===== src/rtl/sdr_ctrl_pkg.sv =====
// Link edge control definitions
//
// APB request and response structs, register offsets, reset sequencer
// state codes and the bundle of four link resets.

package sdr_ctrl_pkg;

  typedef struct packed {
    logic [7:0]  paddr;
    logic        psel;
    logic        penable;
    logic        pwrite;
    logic [31:0] pwdata;
  } apb_req_t;

  typedef struct packed {
    logic [31:0] prdata;
    logic        pready;
    logic        pslverr;
  } apb_rsp_t;

  // register offsets
  localparam logic [7:0] ctrl_addr_c   = 8'h00;
  localparam logic [7:0] status_addr_c = 8'h04;

  // sequencer states, visible in STATUS[2:0]
  typedef enum logic [2:0] {
    idle           = 3'd0,
    uplink_rst     = 3'd1,
    downlink_rst   = 3'd2,
    downstream_rst = 3'd3,
    token_rst      = 3'd4,
    link_up        = 3'd5
  } seq_state_e;

  // active high link resets, released in this order
  typedef struct packed {
    logic uplink;
    logic downlink;
    logic downstream;
    logic token;
  } link_rst_t;

endpackage


===== src/rtl/sdr_link_pkg.sv =====
// Manycore forward link definitions
//
// Field widths and the packet struct carried by the forward network
// between the core side and the off-array IO link. The same struct
// travels in both directions.

package sdr_link_pkg;

  // packet field widths
  localparam int op_width_c     = 2;
  localparam int addr_width_c   = 28;
  localparam int data_width_c   = 32;
  localparam int x_cord_width_c = 7;
  localparam int y_cord_width_c = 7;

  // one forward packet, opcode in the top bits
  typedef struct packed {
    logic [op_width_c-1:0]     opcode;
    logic [addr_width_c-1:0]   addr;
    logic [data_width_c-1:0]   data;
    logic [x_cord_width_c-1:0] dest_x;
    logic [y_cord_width_c-1:0] dest_y;
  } link_pkt_t;

  // 76 bits with the widths above
  localparam int link_pkt_width_c = op_width_c + addr_width_c + data_width_c
                                  + x_cord_width_c + y_cord_width_c;

endpackage

===== src/rtl/sdr_link_edge.sv =====
// Manycore SDR link edge
//
// Single clock endpoint between the core forward network and an IO link
// with token flow control. Ties together the APB control block, the
// uplink credit counter and the two packet paths.

module sdr_link_edge
  #(parameter int lg_fifo_depth_p                   = 3
    , parameter int lg_credit_to_token_decimation_p = 1
    , parameter int reset_wait_p                    = 4
  )
  (
    input                                core_clk_i
    , input                              rst_n_i

    , input  sdr_ctrl_pkg::apb_req_t     apb_req_i
    , output sdr_ctrl_pkg::apb_rsp_t     apb_rsp_o
    , output logic                       core_reset_o

    // core side
    , input  sdr_link_pkg::link_pkt_t    core_pkt_i
    , input                              core_v_i
    , output logic                       core_ready_o

    , output sdr_link_pkg::link_pkt_t    core_pkt_o
    , output logic                       core_v_o
    , input                              core_ready_i

    // io side
    , output sdr_link_pkg::link_pkt_t    io_pkt_o
    , output logic                       io_v_o
    , input                              io_token_i

    , input  sdr_link_pkg::link_pkt_t    io_pkt_i
    , input                              io_v_i
    , output logic                       io_token_o
  );

  sdr_ctrl_pkg::link_rst_t link_rst;
  logic       spend;
  logic       credit_avail;
  logic [7:0] credit_count;

  sdr_link_ctrl #(
    .reset_wait_p     (reset_wait_p)
  ) u_ctrl (
    .core_clk_i       (core_clk_i)
    ,.rst_n_i         (rst_n_i)
    ,.apb_req_i       (apb_req_i)
    ,.apb_rsp_o       (apb_rsp_o)
    ,.credit_count_i  (credit_count)
    ,.link_rst_o      (link_rst)
    ,.core_reset_o    (core_reset_o)
  );

  sdr_token_credit #(
    .lg_fifo_depth_p                  (lg_fifo_depth_p)
    ,.lg_credit_to_token_decimation_p (lg_credit_to_token_decimation_p)
  ) u_credit (
    .core_clk_i       (core_clk_i)
    ,.rst_n_i         (rst_n_i)
    ,.link_rst_i      (link_rst)
    ,.spend_i         (spend)
    ,.token_i         (io_token_i)
    ,.credit_avail_o  (credit_avail)
    ,.credit_count_o  (credit_count)
  );

  sdr_uplink #(
    .lg_fifo_depth_p  (lg_fifo_depth_p)
  ) u_uplink (
    .core_clk_i       (core_clk_i)
    ,.rst_n_i         (rst_n_i)
    ,.link_rst_i      (link_rst)
    ,.core_pkt_i      (core_pkt_i)
    ,.core_v_i        (core_v_i)
    ,.core_ready_o    (core_ready_o)
    ,.credit_avail_i  (credit_avail)
    ,.io_pkt_o        (io_pkt_o)
    ,.io_v_o          (io_v_o)
    ,.spend_o         (spend)
  );

  sdr_downlink #(
    .lg_fifo_depth_p                  (lg_fifo_depth_p)
    ,.lg_credit_to_token_decimation_p (lg_credit_to_token_decimation_p)
  ) u_downlink (
    .core_clk_i       (core_clk_i)
    ,.rst_n_i         (rst_n_i)
    ,.link_rst_i      (link_rst)
    ,.io_pkt_i        (io_pkt_i)
    ,.io_v_i          (io_v_i)
    ,.io_token_o      (io_token_o)
    ,.core_pkt_o      (core_pkt_o)
    ,.core_v_o        (core_v_o)
    ,.core_ready_i    (core_ready_i)
  );

endmodule


===== src/rtl/sdr_downlink.sv =====
// IO to core downlink
//
// Receive FIFO for packets from the IO link, presented to the core with
// ready/valid. Every 2^decimation packets the core consumes, one token
// goes back to the far side to return that many credits.

module sdr_downlink
  #(parameter int lg_fifo_depth_p                   = 3
    , parameter int lg_credit_to_token_decimation_p = 1
  )
  (
    input                                core_clk_i
    , input                              rst_n_i
    , input  sdr_ctrl_pkg::link_rst_t    link_rst_i

    , input  sdr_link_pkg::link_pkt_t    io_pkt_i
    , input                              io_v_i
    , output logic                       io_token_o

    , output sdr_link_pkg::link_pkt_t    core_pkt_o
    , output logic                       core_v_o
    , input                              core_ready_i
  );

  localparam int depth_lp     = 1 << lg_fifo_depth_p;
  localparam int dec_width_lp = lg_credit_to_token_decimation_p + 1;

  localparam logic [dec_width_lp-1:0] dec_last_lp =
    dec_width_lp'((1 << lg_credit_to_token_decimation_p) - 1);

  sdr_link_pkg::link_pkt_t mem_r [depth_lp];

  logic [lg_fifo_depth_p:0] wr_ptr_r, rd_ptr_r;
  logic [dec_width_lp-1:0]  dec_cnt_r;
  logic empty_w, push_w, pop_w, wrap_w, token_r;

  // far side never sends past its credits, so no full check
  assign empty_w = (wr_ptr_r == rd_ptr_r);
  assign push_w  = io_v_i & ~link_rst_i.downlink;

  assign core_pkt_o = mem_r[rd_ptr_r[lg_fifo_depth_p-1:0]];
  assign core_v_o   = ~empty_w & ~link_rst_i.downstream;
  assign pop_w      = core_v_o & core_ready_i;

  always_ff @(posedge core_clk_i) begin
    if (!rst_n_i || link_rst_i.downlink) begin
      wr_ptr_r <= '0;
      rd_ptr_r <= '0;
    end else begin
      wr_ptr_r <= wr_ptr_r + push_w;
      rd_ptr_r <= rd_ptr_r + pop_w;
    end
  end

  always_ff @(posedge core_clk_i) begin
    if (push_w) begin
      mem_r[wr_ptr_r[lg_fifo_depth_p-1:0]] <= io_pkt_i;
    end
  end

  // consumed packet count, token on each wrap
  assign wrap_w = pop_w & (dec_cnt_r == dec_last_lp);

  always_ff @(posedge core_clk_i) begin
    if (!rst_n_i || link_rst_i.token) begin
      dec_cnt_r <= '0;
      token_r   <= 1'b0;
    end else begin
      token_r <= wrap_w;
      if (wrap_w) begin
        dec_cnt_r <= '0;
      end else if (pop_w) begin
        dec_cnt_r <= dec_cnt_r + 1'b1;
      end
    end
  end

  assign io_token_o = token_r;

endmodule


===== src/rtl/sdr_uplink.sv =====
// Core to IO uplink
//
// Circular packet FIFO between the core and the IO link. The head is
// registered onto the link whenever a credit is available, and the
// same transfer spends one credit.

module sdr_uplink
  #(parameter int lg_fifo_depth_p = 3)
  (
    input                                core_clk_i
    , input                              rst_n_i
    , input  sdr_ctrl_pkg::link_rst_t    link_rst_i

    , input  sdr_link_pkg::link_pkt_t    core_pkt_i
    , input                              core_v_i
    , output logic                       core_ready_o

    , input                              credit_avail_i
    , output sdr_link_pkg::link_pkt_t    io_pkt_o
    , output logic                       io_v_o
    , output logic                       spend_o
  );

  localparam int depth_lp = 1 << lg_fifo_depth_p;

  sdr_link_pkg::link_pkt_t mem_r [depth_lp];
  sdr_link_pkg::link_pkt_t io_pkt_r;

  // extra msb tells full from empty
  logic [lg_fifo_depth_p:0] wr_ptr_r, rd_ptr_r;
  logic full_w, empty_w, push_w, send_w, io_v_r;

  assign empty_w = (wr_ptr_r == rd_ptr_r);
  assign full_w  = (wr_ptr_r[lg_fifo_depth_p] != rd_ptr_r[lg_fifo_depth_p])
                 & (wr_ptr_r[lg_fifo_depth_p-1:0] == rd_ptr_r[lg_fifo_depth_p-1:0]);

  assign core_ready_o = ~full_w & ~link_rst_i.uplink;
  assign push_w       = core_v_i & core_ready_o;
  assign send_w       = ~empty_w & credit_avail_i & ~link_rst_i.uplink;

  always_ff @(posedge core_clk_i) begin
    if (!rst_n_i || link_rst_i.uplink) begin
      wr_ptr_r <= '0;
      rd_ptr_r <= '0;
      io_v_r   <= 1'b0;
    end else begin
      wr_ptr_r <= wr_ptr_r + push_w;
      rd_ptr_r <= rd_ptr_r + send_w;
      io_v_r   <= send_w;
    end
  end

  always_ff @(posedge core_clk_i) begin
    if (push_w) begin
      mem_r[wr_ptr_r[lg_fifo_depth_p-1:0]] <= core_pkt_i;
    end
    if (send_w) begin
      io_pkt_r <= mem_r[rd_ptr_r[lg_fifo_depth_p-1:0]];
    end
  end

  // a packet in flight when the link drops is discarded
  assign io_v_o   = io_v_r & ~link_rst_i.uplink;
  assign io_pkt_o = io_pkt_r;
  assign spend_o  = send_w;

endmodule


===== src/rtl/sdr_token_credit.sv =====
// Uplink credit counter
//
// Holds the number of packets the far side can still accept. Loaded with
// the full FIFO depth under the token reset, one credit spent per packet
// sent, and 2^decimation credits added per returned token.

module sdr_token_credit
  #(parameter int lg_fifo_depth_p                   = 3
    , parameter int lg_credit_to_token_decimation_p = 1
  )
  (
    input                               core_clk_i
    , input                             rst_n_i
    , input  sdr_ctrl_pkg::link_rst_t   link_rst_i

    , input                             spend_i
    , input                             token_i

    , output logic                      credit_avail_o
    , output logic [7:0]                credit_count_o
  );

  localparam int credit_width_lp = lg_fifo_depth_p + 1;

  localparam logic [credit_width_lp-1:0] full_credits_lp  =
    credit_width_lp'(1 << lg_fifo_depth_p);
  localparam logic [credit_width_lp-1:0] token_credits_lp =
    credit_width_lp'(1 << lg_credit_to_token_decimation_p);

  logic [credit_width_lp-1:0] count_r;
  logic [credit_width_lp-1:0] refill_w;

  assign refill_w = token_i ? token_credits_lp : '0;

  // tokens only ever return credits already spent
  always_ff @(posedge core_clk_i) begin
    if (!rst_n_i || link_rst_i.token) begin
      count_r <= full_credits_lp;
    end else begin
      count_r <= count_r - credit_width_lp'(spend_i) + refill_w;
    end
  end

  assign credit_avail_o = (count_r != '0);
  assign credit_count_o = 8'(count_r);

endmodule


===== src/rtl/sdr_link_ctrl.sv =====
// Link control and reset sequencer
//
// APB slave with a CTRL command register and a STATUS register. A start
// command steps through the uplink, downlink, downstream and token resets,
// each held for reset_wait_p cycles, then releases the core reset.
// A stop command returns to idle with every reset asserted.

module sdr_link_ctrl
  #(parameter int reset_wait_p = 4)
  (
    input                               core_clk_i
    , input                             rst_n_i

    , input  sdr_ctrl_pkg::apb_req_t    apb_req_i
    , output sdr_ctrl_pkg::apb_rsp_t    apb_rsp_o

    , input  [7:0]                      credit_count_i

    , output sdr_ctrl_pkg::link_rst_t   link_rst_o
    , output logic                      core_reset_o
  );

  localparam int wait_width_lp = $clog2(reset_wait_p + 1);

  sdr_ctrl_pkg::seq_state_e   state_r;
  sdr_ctrl_pkg::link_rst_t    link_rst_r;
  logic [wait_width_lp-1:0]   wait_cnt_r;
  logic                       core_reset_r;

  logic access_w, ctrl_hit_w, status_hit_w, ctrl_wr_w;
  logic start_w, stop_w, in_phase_w, wait_done_w;

  assign access_w     = apb_req_i.psel & apb_req_i.penable;
  assign ctrl_hit_w   = (apb_req_i.paddr == sdr_ctrl_pkg::ctrl_addr_c);
  assign status_hit_w = (apb_req_i.paddr == sdr_ctrl_pkg::status_addr_c);
  assign ctrl_wr_w    = access_w & apb_req_i.pwrite & ctrl_hit_w;

  assign start_w = ctrl_wr_w & apb_req_i.pwdata[0] & (state_r == sdr_ctrl_pkg::idle);
  assign stop_w  = ctrl_wr_w & apb_req_i.pwdata[1];

  assign in_phase_w  = state_r inside {sdr_ctrl_pkg::uplink_rst, sdr_ctrl_pkg::downlink_rst,
                                       sdr_ctrl_pkg::downstream_rst, sdr_ctrl_pkg::token_rst};
  assign wait_done_w = in_phase_w & (wait_cnt_r == wait_width_lp'(reset_wait_p - 1));

  // zero wait states, status only readable register
  always_comb begin
    apb_rsp_o.pready  = 1'b1;
    apb_rsp_o.pslverr = access_w & ~(ctrl_hit_w | status_hit_w);
    apb_rsp_o.prdata  = status_hit_w ? {16'h0, credit_count_i, 5'h0, state_r} : 32'h0;
  end

  always_ff @(posedge core_clk_i) begin
    if (!rst_n_i || stop_w) begin
      state_r      <= sdr_ctrl_pkg::idle;
      link_rst_r   <= '1;
      core_reset_r <= 1'b1;
      wait_cnt_r   <= '0;
    end else begin
      wait_cnt_r <= (in_phase_w && !wait_done_w) ? wait_cnt_r + 1'b1 : '0;
      case (state_r)
        sdr_ctrl_pkg::idle: begin
          if (start_w) begin
            state_r <= sdr_ctrl_pkg::uplink_rst;
          end
        end
        sdr_ctrl_pkg::uplink_rst: begin
          if (wait_done_w) begin
            link_rst_r.uplink <= 1'b0;
            state_r           <= sdr_ctrl_pkg::downlink_rst;
          end
        end
        sdr_ctrl_pkg::downlink_rst: begin
          if (wait_done_w) begin
            link_rst_r.downlink <= 1'b0;
            state_r             <= sdr_ctrl_pkg::downstream_rst;
          end
        end
        sdr_ctrl_pkg::downstream_rst: begin
          if (wait_done_w) begin
            link_rst_r.downstream <= 1'b0;
            state_r               <= sdr_ctrl_pkg::token_rst;
          end
        end
        sdr_ctrl_pkg::token_rst: begin
          // last phase, core comes out of reset with the link
          if (wait_done_w) begin
            link_rst_r.token <= 1'b0;
            core_reset_r     <= 1'b0;
            state_r          <= sdr_ctrl_pkg::link_up;
          end
        end
        default: begin
          state_r <= state_r;
        end
      endcase
    end
  end

  assign link_rst_o   = link_rst_r;
  assign core_reset_o = core_reset_r;

endmodule


===== config.mk =====
export PLATFORM = sky130hd
export DESIGN_NAME = sdr_link_edge
export DESIGN_NICKNAME = d
export VERILOG_FILES = /design/src/rtl/sdr_ctrl_pkg.sv /design/src/rtl/sdr_link_pkg.sv /design/src/rtl/sdr_link_edge.sv /design/src/rtl/sdr_downlink.sv /design/src/rtl/sdr_uplink.sv /design/src/rtl/sdr_token_credit.sv /design/src/rtl/sdr_link_ctrl.sv
export SDC_FILE = /design/constraint.sdc
export NUM_CORES = 1
export LEC_CHECK = 0
export BUFFER_PORTS_ARGS = -buffer_cell sky130_fd_sc_hd__buf_2
export CORE_AREA = 2 2 331 268
export CTS_BUF_LIST = sky130_fd_sc_hd__clkbuf_2
export DETAILED_ROUTE_END_ITERATION = 8
export DIE_AREA = 0 0 333 270
export PLACE_DENSITY = 0.78
export SLEW_MARGIN = 20
export SYNTH_ARGS = -nofsm -noshare
export SYNTH_HDL_FRONTEND = slang
export SYNTH_SLANG_ARGS = --single-unit

===== constraint.sdc =====
create_clock -name core_clk_i -period 12.6 [get_ports core_clk_i]
set_input_delay 0.63 -clock core_clk_i [delete_from_list [all_inputs] [get_ports core_clk_i]]
set_output_delay 0.63 -clock core_clk_i [all_outputs]
set_load 0.02 [all_outputs]

==> reports/results.txt <==
Endpoint, Worst Hold - u_downlink.mem_r[7][5]
Hold path start - io_pkt_i[5]
Clk slew on worst S/H paths - 0.08 ns
Routed length per instance - 24.39 µm
Synth Flop Type - edfxtp_1
Antenna violations before repair - 5
Layout cells sized above 1 - 41.52%
Asr flop ratio synth - 0%
Synthesized cell area - 49,840 µm²
Cell count after synthesis - 2,061
Min Tclk post-route - 5.394 ns
P per Cell Area - 130.4 nW/µm²
Reg-to-reg endpoint - u_uplink.mem_r[5][28]
Layout Utilization - 67.85%
Crit path max fanout - 66
Die H - 270 µm
Reg-to-Reg Start - u_uplink.rd_ptr_r[0]
# resized after CTS - 0
Buffers added on ports - 335
Reg2reg setup slack - 9.01 ns
Post-synth EDFFs - 1,292
Hold slack - 0.1915 ns
Yosys top cell area share - 77.85%
Outcome - finished clean
Clock skew - 0.1703 ns
RSZ-0062 raised after global routing - no
Die width - 333 µm
Hold Path Depth - 2
# hold bufs at CTS - 323
Most frequent cells in the layout - edfxtp_1, clkbuf_2, buf_2
Root buffer cell - clkbuf_2
Slew Viols, Final - 0
Routed Wire Length - 105,900 µm
Max-cap viol count - 0
Global-route wire length before repair - 160,200 µm
TNS Setup - 0 ns
Worst Path Required - 11.97 ns
1st-pass router iterations - 7
DIE AREA - 89,910 µm²
DRC viols - 0
Non-filler cells, final - 4,340
#FFs+latches synth - 1,326
Synth area leaders - edfxtp_1, mux4_2, mux2_2, dfxtp_1, buf_4
Crit path top cell by count - buf_4
Detail Placement HPWL - 54,150 µm
Worst-Skew Late Latency - 1.48 ns
Global route overflow - 0
Largest net degree at the start of global routing - 120
Rows - 97
Avg Vias per Cell - 5.735
Slowest stage cell, crit path - buf_4
Crit end category - primary output
WP buf/inv - 3
Final setup violating endpoints - 0
Synth warn - 0
WP data arrival - 4.76 ns
TritonCTS Buffers - 321
Delay-heaviest family, CP - buffers and inverters
Area growth, synth to finish - 17.97%
Sequential area share after synthesis - 79.21%
Placed insts - 3,485
Commonest non-fill, non-tap cell in the layout - edfxtp_1
Max transition margin - 29.80%
Top Ports - 392
Cells along the critical path - buf_4, buf_4, mux4_2, mux2_2, buf_2
H-tree depth - 5
Pleak - 0.01947 µW
Final Hold Vio Count - 0
Syn Area/Cell - 24.18 µm²
Library cells used by synthesis - 41
FF-to-FF path depth - 5
CTS sink count - 1,326
DR iter-0 viols - 2,153
Antenna viol nets, final - 0
Via Count - 24,891
Type of origin of the critical path - register
Levels on crit path - 5
Min-Delay Path Class - in -> reg
Setup CP Type - reg -> out
Fmax - 0.1854 GHz
TritonCTS clock tree - yes
CORE AREA - 86,660 µm²
Tot GR Track Use - 23.88%
Clock Path Buffers - 4
Worst Tran Pin Value - 1.053 ns
Vias in the first global route - 27,050
Synth area leader - edfxtp_1
Setup Fix Bufs, Post-CTS - 0
Final #Nets - 3,211
Final period util - 42.81%
GPL Wtd Cong - 0.7104
Slowest stage delay, CP - 0.91 ns
Peak supply drop - 0.00008883 V
Initial core utilization - 57.51%
## through the flow
stage          cell area, µm²  setup slack, ns  power, µW
2_1_floorplan           49930            3.101       4941
3_3_place_gp            52800            8.737       4991
3_5_place_dp            52800            8.658       5002
4_1_cts                 58730            7.043       7727
5_1_grt                 58790            6.875       7980
6_report                58790            7.206       7668
## final cells by class
type                       count  area [µm²]
fill                        5386       27860
inverter                      16       60.06
timing repair buffer         702        5285
antenna                       13       32.53
multi-input combinational    627        9796
clock inverter                73       469.2
sequential                  1326       39500
clock buffer                 445        2227
tap                         1138        1424
## cell usage after synthesis (all sizes together) (2+ instances only)
cell    count
edfxtp   1292
mux4      304
mux2      153
buf        78
clkbuf     38
dfxtp      34
nor2       21
inv        16
ha         15
nand2      14
and2       12
xnor2      11
nor3        8
xor2        8
and3        7
nand2b      6
nand3       5
nor4        5
nor2b       4
nor4b       4
a41oi       3
o21ai       3
or3         3
a31oi       2
conb        2
mux2i       2
## routing by layer
| layer | routed length [µm] | part of all wire, % | track usage (%) | vias up |
|---|---|---|---|---|
| li1 | - | - | - | 10692 |
| met5 | 0 | 0 | 0 | - |
| met2 | 54290 | 51 | 39.31 | 1073 |
| met1 | 41680 | 39 | 31.49 | 12919 |
| met3 | 7041 | 6.7 | 5.155 | 207 |
| met4 | 2849 | 2.7 | 9.633 | 0 |
## registers in the layout, indices dropped and copies added (netlist names)
signal and count:
u_downlink.rd_ptr_r 4, u_uplink.rd_ptr_r 4, u_downlink.wr_ptr_r 4, u_ctrl.link_rst_o 4
u_credit.count_r 4, u_ctrl.wait_cnt_r 3, u_downlink.mem_r 608, u_downlink.io_token_o 1
u_uplink.io_pkt_o 76, u_uplink.mem_r 608, u_uplink.io_v_r 1, u_ctrl.state_r 3
u_uplink.wr_ptr_r 4, u_downlink.dec_cnt_r 2
## power by group
group	leakage, µW	internal (µW)	total [µW]	switching, µW
clock network	0.00207	1080	2680	1600
logic	0.00551	86.3	166	80.1
registers	0.0119	4820	4820	0.00301
total	0.0195	5990	7670	1680
## kinds of logic (layout without fill, tap and decap cells)
group                      after synthesis  after routing  synth area share [%]
DFF                                   1326           1326                 79.21
muxes                                  459            459                 17.23
buffers and inverters                  132           1236                 1.539
and+or+nand+nor                         92             92                0.9766
xor gates and xnor gates                19             19                0.3339
adders and majority gates               16             16                0.4168
AOI/OAI and AO/OA                       15             15                0.2712
other                                    2             39               0.01507
## worst max-delay path by stage
stage                     slack (ns)                   start                    to
after floorplan                 3.10    u_uplink.rd_ptr_r[1]  u_uplink.mem_r[0][0]
after global placement          8.74  u_downlink.rd_ptr_r[1]        core_pkt_o[34]
after detailed placement        8.66  u_downlink.rd_ptr_r[1]        core_pkt_o[36]
after CTS                       7.04  u_downlink.rd_ptr_r[1]        core_pkt_o[36]
after global routing            6.88  u_downlink.rd_ptr_r[1]        core_pkt_o[34]
final                           7.21  u_downlink.rd_ptr_r[1]        core_pkt_o[34]
No activity file was read; power rests on OpenSTA's default activity.
